File: config.mk
export PLATFORM = sky130hd
export DESIGN_NAME = pulseShapeFilter
export DESIGN_NICKNAME = d
export VERILOG_FILES = /design/src/common/filterTypesPkg.sv /design/src/common/pulseCoeffPkg.sv /design/src/rtl/adderTree.sv /design/src/rtl/levelProductLut.sv /design/src/rtl/pulseShapeFilter.sv /design/src/rtl/tapDelayLine.sv
export VERILOG_INCLUDE_DIRS = /design/src /design/src/common
export SDC_FILE = /design/constraint.sdc
export NUM_CORES = 2
export LEC_CHECK = 0
export BUFFER_PORTS_ARGS = -buffer_cell sky130_fd_sc_hd__buf_2
export CAP_MARGIN = 10
export CORE_MARGIN = 10
export CORE_UTILIZATION = 35
export CTS_BUF_LIST = sky130_fd_sc_hd__clkbuf_8
export CTS_CLUSTER_DIAMETER = 60
export DETAILED_ROUTE_END_ITERATION = 6
export PLACE_DENSITY = 0.58
export SETUP_SLACK_MARGIN = 0.5
export SLEW_MARGIN = 20
export SYNTH_ARGS = -nofsm -noshare
export SYNTH_HDL_FRONTEND = slang
export SYNTH_SLANG_ARGS = --single-unit
export TNS_END_PERCENT = 10
File: constraint.sdc
create_clock -name sys_clk -period 6.8 [get_ports sys_clk]
set_input_delay 0.68 -clock sys_clk [delete_from_list [all_inputs] [get_ports sys_clk]]
set_output_delay 0.68 -clock sys_clk [all_outputs]
set_load 0.005 [all_outputs]
File: src/common/pulseFilter_settings.svh
`ifndef PULSE_FILTER_SETTINGS_SVH
`define PULSE_FILTER_SETTINGS_SVH

// full filter length
`define FILT_TAPS 15

// seven mirrored pairs plus the center tap
`define FILT_UNIQUE 8

// one width for samples, pair sums and products
`define SAMPLE_WIDTH 18

// level grid in the halved 2s16 domain
`define LEVEL_STEP 8192

// exclusive match window around each level
`define LEVEL_TOL 10

// pairwise adder stages from 8 products down to 1
`define TREE_LEVELS 3

`endif

File: src/common/filterTypesPkg.sv
`default_nettype none

`include "pulseFilter_settings.svh"

package filterTypesPkg;

	// samples inside the filter are 2s16
	typedef logic signed [`SAMPLE_WIDTH-1:0] sampleT;

	// sum of one mirrored tap pair
	typedef sampleT pairSumT;

	// level times coefficient, read from the product table
	typedef sampleT productT;

	// whole delay line
	// index 0 holds the newest sample
	typedef sampleT [`FILT_TAPS-1:0] tapArrayT;

	// delay line after folding
	typedef struct packed {
		// pair i is tap i plus tap 14-i
		pairSumT [`FILT_UNIQUE-2:0] pairSum;
		// tap 7 has no partner
		sampleT center;
	} foldedTapsT;

	// one product per folded tap
	// index 7 belongs to the center
	typedef productT [`FILT_UNIQUE-1:0] productSetT;

endpackage

`default_nettype wire

File: src/common/pulseCoeffPkg.sv
`default_nettype none

`include "pulseFilter_settings.svh"

package pulseCoeffPkg;
	import filterTypesPkg::*;

	// half of the symmetric response
	// h0 sits at the outer edge, h7 at the center and is the largest
	localparam sampleT baseCoeff [`FILT_UNIQUE] = '{
		-18'sd1675,
		-18'sd3447,
		-18'sd3357,
		-18'sd585,
		18'sd4552,
		18'sd10581,
		18'sd15419,
		18'sd17267
	};

	// a pair sum carries two symbols, so twice the symbol range
	localparam int LEVEL_MIN = -6;
	localparam int LEVEL_MAX = 6;

	// the center tap carries a single symbol
	localparam int CENTER_MIN = -3;
	localparam int CENTER_MAX = 3;

	// one row per tap, indexed directly by the signed level
	typedef productT [LEVEL_MAX:LEVEL_MIN] levelRowT;
	typedef levelRowT [`FILT_UNIQUE-1:0] productTableT;

	// k times h_i for every tap and every level a pair sum can take
	function automatic productTableT buildProductTable();
		productTableT tbl;
		int prod;
		tbl = '0;
		for (int i = 0; i < `FILT_UNIQUE; i++) begin
			for (int k = LEVEL_MIN; k <= LEVEL_MAX; k++) begin
				prod = k * int'(baseCoeff[i]);
				// keep the low bits, the datapath wraps the same way
				tbl[i][k] = productT'(prod);
			end
		end
		return tbl;
	endfunction

	// built once at elaboration
	// center rows outside CENTER_MIN..CENTER_MAX are never selected
	localparam productTableT productTable = buildProductTable();

endpackage

`default_nettype wire

File: src/rtl/adderTree.sv
`default_nettype none

`include "pulseFilter_settings.svh"

module adderTree
	import filterTypesPkg::*;
(
	input wire logic sys_clk,
	input wire logic reset,
	input wire logic sampleEn,
	input wire productSetT products,
	output sampleT filtOut
);

	// eight leaves for three pairwise levels
	localparam int LEAVES = 1 << `TREE_LEVELS;

	sampleT [LEAVES/2-1:0] level1;
	sampleT [LEAVES/4-1:0] level2;

	// first level, 8 products into 4 sums
	always_ff @(posedge sys_clk) begin
		if (reset) begin
			level1 <= '0;
		end else if (sampleEn) begin
			for (int i = 0; i < LEAVES / 2; i++) begin
				level1[i] <= products[2*i] + products[2*i+1];
			end
		end
	end

	// second level, 4 into 2
	always_ff @(posedge sys_clk) begin
		if (reset) begin
			level2 <= '0;
		end else if (sampleEn) begin
			for (int i = 0; i < LEAVES / 4; i++) begin
				level2[i] <= level1[2*i] + level1[2*i+1];
			end
		end
	end

	// last level is the filter output
	// all sums wrap at the sample width
	always_ff @(posedge sys_clk) begin
		if (reset) begin
			filtOut <= '0;
		end else if (sampleEn) begin
			filtOut <= level2[0] + level2[1];
		end
	end

endmodule

`default_nettype wire

File: src/rtl/levelProductLut.sv
`default_nettype none

`include "pulseFilter_settings.svh"

module levelProductLut
	import filterTypesPkg::*;
	import pulseCoeffPkg::*;
(
	input wire logic sys_clk,
	input wire logic reset,
	input wire logic sampleEn,
	input wire foldedTapsT foldedTaps,
	output productSetT products
);

	productSetT productsNext;

	// value lies strictly inside the window around k times the step
	function automatic logic onLevel(input sampleT value, input int k);
		int diff;
		diff = int'(value) - k * `LEVEL_STEP;
		return (diff > -`LEVEL_TOL) && (diff < `LEVEL_TOL);
	endfunction

	// levels are far apart next to the window
	// so at most one k can hit
	function automatic productT lookupProduct(
		input sampleT value,
		input int tapIdx,
		input int kMin,
		input int kMax
	);
		productT result;
		result = '0;
		for (int k = LEVEL_MIN; k <= LEVEL_MAX; k++) begin
			if ((k >= kMin) && (k <= kMax) && onLevel(value, k)) begin
				result = productTable[tapIdx][k];
			end
		end
		return result;
	endfunction

	always_comb begin
		// pair sums may sit anywhere on the double range
		for (int i = 0; i < `FILT_UNIQUE - 1; i++) begin
			productsNext[i] = lookupProduct(foldedTaps.pairSum[i], i, LEVEL_MIN, LEVEL_MAX);
		end
		// center only matches single symbol levels
		productsNext[`FILT_UNIQUE-1] = lookupProduct(foldedTaps.center, `FILT_UNIQUE - 1,
			CENTER_MIN, CENTER_MAX);
	end

	// off-level inputs contribute nothing
	always_ff @(posedge sys_clk) begin
		if (reset) begin
			products <= '0;
		end else if (sampleEn) begin
			products <= productsNext;
		end
	end

endmodule

`default_nettype wire

File: src/rtl/pulseShapeFilter.sv
`default_nettype none

module pulseShapeFilter
	import filterTypesPkg::*;
(
	input wire logic sys_clk,
	input wire logic reset,
	// one cycle strobe per input sample
	input wire logic sampleEn,
	// 1s17 symbol stream
	input wire sampleT sampleIn,
	output sampleT filtOut
);

	foldedTapsT foldedTaps;
	productSetT products;

	// halve, delay and fold
	tapDelayLine u_tapDelayLine (
		.sys_clk(sys_clk),
		.reset(reset),
		.sampleEn(sampleEn),
		.sampleIn(sampleIn),
		.foldedTaps(foldedTaps)
	);

	// multiplier-free products by level lookup
	levelProductLut u_levelProductLut (
		.sys_clk(sys_clk),
		.reset(reset),
		.sampleEn(sampleEn),
		.foldedTaps(foldedTaps),
		.products(products)
	);

	// three registered sum levels
	adderTree u_adderTree (
		.sys_clk(sys_clk),
		.reset(reset),
		.sampleEn(sampleEn),
		.products(products),
		.filtOut(filtOut)
	);

endmodule

`default_nettype wire

File: src/rtl/tapDelayLine.sv
`default_nettype none

`include "pulseFilter_settings.svh"

module tapDelayLine
	import filterTypesPkg::*;
(
	input wire logic sys_clk,
	input wire logic reset,
	input wire logic sampleEn,
	input wire sampleT sampleIn,
	output foldedTapsT foldedTaps
);

	tapArrayT taps;
	sampleT halvedIn;
	foldedTapsT foldedNext;

	// 1s17 to 2s16
	// gives the pair sums one bit of headroom
	assign halvedIn = sampleIn >>> 1;

	// newest sample enters at tap 0
	always_ff @(posedge sys_clk) begin
		if (reset) begin
			taps <= '0;
		end else if (sampleEn) begin
			taps <= {taps[`FILT_TAPS-2:0], halvedIn};
		end
	end

	// mirrored taps share a coefficient, so add them first
	always_comb begin
		for (int i = 0; i < `FILT_UNIQUE - 1; i++) begin
			foldedNext.pairSum[i] = taps[i] + taps[`FILT_TAPS-1-i];
		end
		foldedNext.center = taps[`FILT_UNIQUE-1];
	end

	// sums see the taps as they stood before this enable
	// so a new sample reaches foldedTaps one enable after entering tap 0
	always_ff @(posedge sys_clk) begin
		if (reset) begin
			foldedTaps <= '0;
		end else if (sampleEn) begin
			foldedTaps <= foldedNext;
		end
	end

endmodule

`default_nettype wire

==> impl_metrics.ini <==
[outcome]
status = complete, no violations

[sta]
fin_skew_ns = 0.02756
finalSetupViolCount = 0
slew_violations = 0
rsz0062_at_grt = no
period_minus_slack_ns = 3.835
relSlewSlack_pct = 21.50
fin_tns_setup_ns = 0
hold_viol_final = 0
period_share_pct = 56.40
tightest_slew_ns = 1.168
max_freq_mhz = 260.7

[worst_setup_path]
rr_endpoint = u_levelProductLut.products[36]$_SDFFE_PP0P_
reg2reg_from = u_tapDelayLine.foldedTaps[67]$_SDFFE_PP0P_
path_common_cell = inv_1
crit_required_ns = 7.45
crit_chain = inv_1 -> ha_1 -> inv_1 -> a21o_1 -> nor4_2 -> and3_1 -> o311a_1 -> a31oi_1 -> nand2b_1 -> or3b_2 -> a22o_1
cp.arrival_ns = 4.49
end_kind = flip-flop
crit_fanout = 22
rrSetupSlack_ns = 2.96
start_kind = flip-flop
crit_type = flip-flop to flip-flop
reg2reg_depth = 11
crit_family = compound AO/OA/AOI/OAI gates
slowest_delay_ns = 0.81
path_buf_inv = 2
slowest_stage = dfxtp_1

[floorplanning]
die_w_um = 362.1
num_io_pins = 39
die_area_sq_um = 131100
num_rows = 125
die_h_um = 362.1
start_util_pct = 35.24
core_area_sq_um = 116200

[detailed_routing]
drt-pass1-iter-count = 6
drc = 0
ant_nets = 0
via_count = 35800
post_drt_wl_per_cell_um = 16.79
avgViaCountPerCell = 5.428
totalWireLength_mm = 110.8
drt_iter0_markers = 2478

[min_path]
min_path_type = input pin to flip-flop
worstHoldStart = sampleIn[11]
hold_depth = 3
whs_endpoint = u_tapDelayLine.taps[10]$_SDFFE_PP0P_

[final_layout]
synthToLayoutAreaGrowth_pct = 8.851
multi_input_area_sq_um = 27430
seq_area_sq_um = 11970
layout.nets = 5383
fillerInstances = 12040
final_cell_area_sq_um = 44580
final_util_pct = 38.36
final_layout_size_suffix_gt1_share_pct = 6.212

[power_and_ir_drop]
p_leak_uw = 0.01915
ir_drop_v = 0.0001326
powerDensity_nw_per_um2 = 171.8

[clocking]
cts.sinks = 598
hold_buffers = 0
cts_tree = built
clock_path_buffers = 3
htreeDepth = 3
cts_resized = 0
cts-buffers-inserted = 106
cts_root_buf = clkbuf_8
clock_latency_ns = 0.78
clkTransAtPathRegs_ns = 0.06
cts_setup_buffers = 0

[synthesis]
synth_top_family_by_area = simple AND/OR/NAND/NOR gates
synthTopCellsByArea = dfxtp_1, ha_1, mux2i_1
synth-edff-count = 0
synth_area_leader_cell = dfxtp_1
synth.most_common_cell = nor2_1
synth.distinct_cells = 103
ys_ff_latch = 598
synthArstFlopShare_pct = 0
synthSimpleGateAreaFrac_pct = 22.23
ys.flop_type = dfxtp_1
synthMuxAreaShare_pct = 9.076
synth-compound-area-share_pct = 19.10
synth_top_area_share_pct = 29.23
yosys.area_share.adder_pct = 11.71
syn_nets = 5443
synth_xor_area_share_pct = 4.812
seq_area_frac_synth_pct = 29.23
avgSynthCellArea_sq_um = 8.115
syn_area_sq_um = 40960
synthTopCellsByCount = nor2_1, dfxtp_1, nand2_1
ys_warn_count = 0
syn_inst = 5047

[global_route]
antenna_found_initial = 1
grt_pass1_vias = 33280
grt_use_total_pct = 16.28
globalRoute.totalOverflow = 0
grt_pass1_wl_mm = 178.9
grt_max_degree = 220

[placement]
dpl.hpwl_mm = 79.66
place_area_sq_um = 42430
portBuffers = 37
routabilityCongestion = 0.8775

[job]
cap_viol_max_count = 0
[stage by stage]
step	hold slack, ns	std cells	setup WS (ns)	power, uW
3_3_place_gp	0.4392	6403	2.993	4356
5_1_grt	0.1350	6596	2.705	8000
6_report	0.1471	6596	2.965	7660
2_1_floorplan	0.4197	5047	3.672	4185
3_5_place_dp	0.4403	6403	3.017	4363
4_1_cts	0.07678	6595	2.983	7774
[sequential cells by signal (all words and copies together), names as in the netlist]
name,cells
u_tapDelayLine.foldedTaps,126
u_tapDelayLine.foldedNext,17
u_adderTree.level2,36
u_adderTree.level1,72
u_tapDelayLine.taps,238
u_levelProductLut.products,91
u_adderTree.filtOut,18
[cell usage in the layout (no fill, tap or decap), types with 118 or more instances in the layout]
cell type	n
clkbuf_8	126
nand3_1	118
dfxtp_1	598
ha_1	361
inv_1	209
nor3_1	144
mux2i_1	368
nand2_1	379
nor2_1	708
xnor2_1	142
o21ai_0	243
a21oi_1	300
[layout make-up]
cell class | count | share of cell area (%)
timing repair buffer | 67 | 1.050
clock buffer | 126 | 3.890
inverter | 174 | 1.471
tap | 1524 | 4.277
multi-input combinational | 4040 | 61.53
sequential | 598 | 26.85
clock inverter | 66 | 0.9262
antenna | 1 | 0.005613
[worst max path at each step]
stage | startpoint | to | depth (start not counted)
3_3_place_gp | u_tapDelayLine.foldedTaps[103]$_SDFFE_PP0P_ | u_levelProductLut.products[82]$_SDFFE_PP0P_ | 10
2_1_floorplan | u_tapDelayLine.foldedTaps[68]$_SDFFE_PP0P_ | u_levelProductLut.products[36]$_SDFFE_PP0P_ | 12
6_report | u_tapDelayLine.foldedTaps[67]$_SDFFE_PP0P_ | u_levelProductLut.products[36]$_SDFFE_PP0P_ | 11
3_5_place_dp | u_tapDelayLine.foldedTaps[67]$_SDFFE_PP0P_ | u_levelProductLut.products[36]$_SDFFE_PP0P_ | 11
5_1_grt | u_tapDelayLine.foldedTaps[141]$_SDFFE_PP0P_ | u_levelProductLut.products[120]$_SDFFE_PP0P_ | 11
4_1_cts | u_tapDelayLine.foldedTaps[67]$_SDFFE_PP0P_ | u_levelProductLut.products[36]$_SDFFE_PP0P_ | 11
[power by group]
| group | leakage [uW] | internal [uW] | total [uW] | switching, uW |
|---|---|---|---|---|
| clock network | 0.00126 | 1800 | 3370 | 1570 |
| logic | 0.0131 | 242 | 649 | 407 |
| registers | 0.00484 | 3570 | 3640 | 67.1 |
| total | 0.0192 | 5620 | 7660 | 2040 |
[tightest hold or removal path, stage by stage]
cell and delay (ns):
buf_2 0.07, mux2i_1 0.05, nor2_1 0.07
[routing by layer]
metal  up-vias  track usage (%)  routed length (um)
met3       149            2.531                5885
li1      18190                -                   -
met1     16700            22.43               53110
met5         -                0                   0
met4         0            4.470                2181
met2       764            26.10               49580
[kinds of logic after synthesis]
group	after synthesis
AND/OR/NAND/NOR	1887
adder cells (fa/ha/maj)	375
XOR/XNOR	225
buffers and inverters	409
multiplexers	371
flip-flops	598
AO/OA/AOI/OAI	1182
Power figures use the tool's default switching activity.
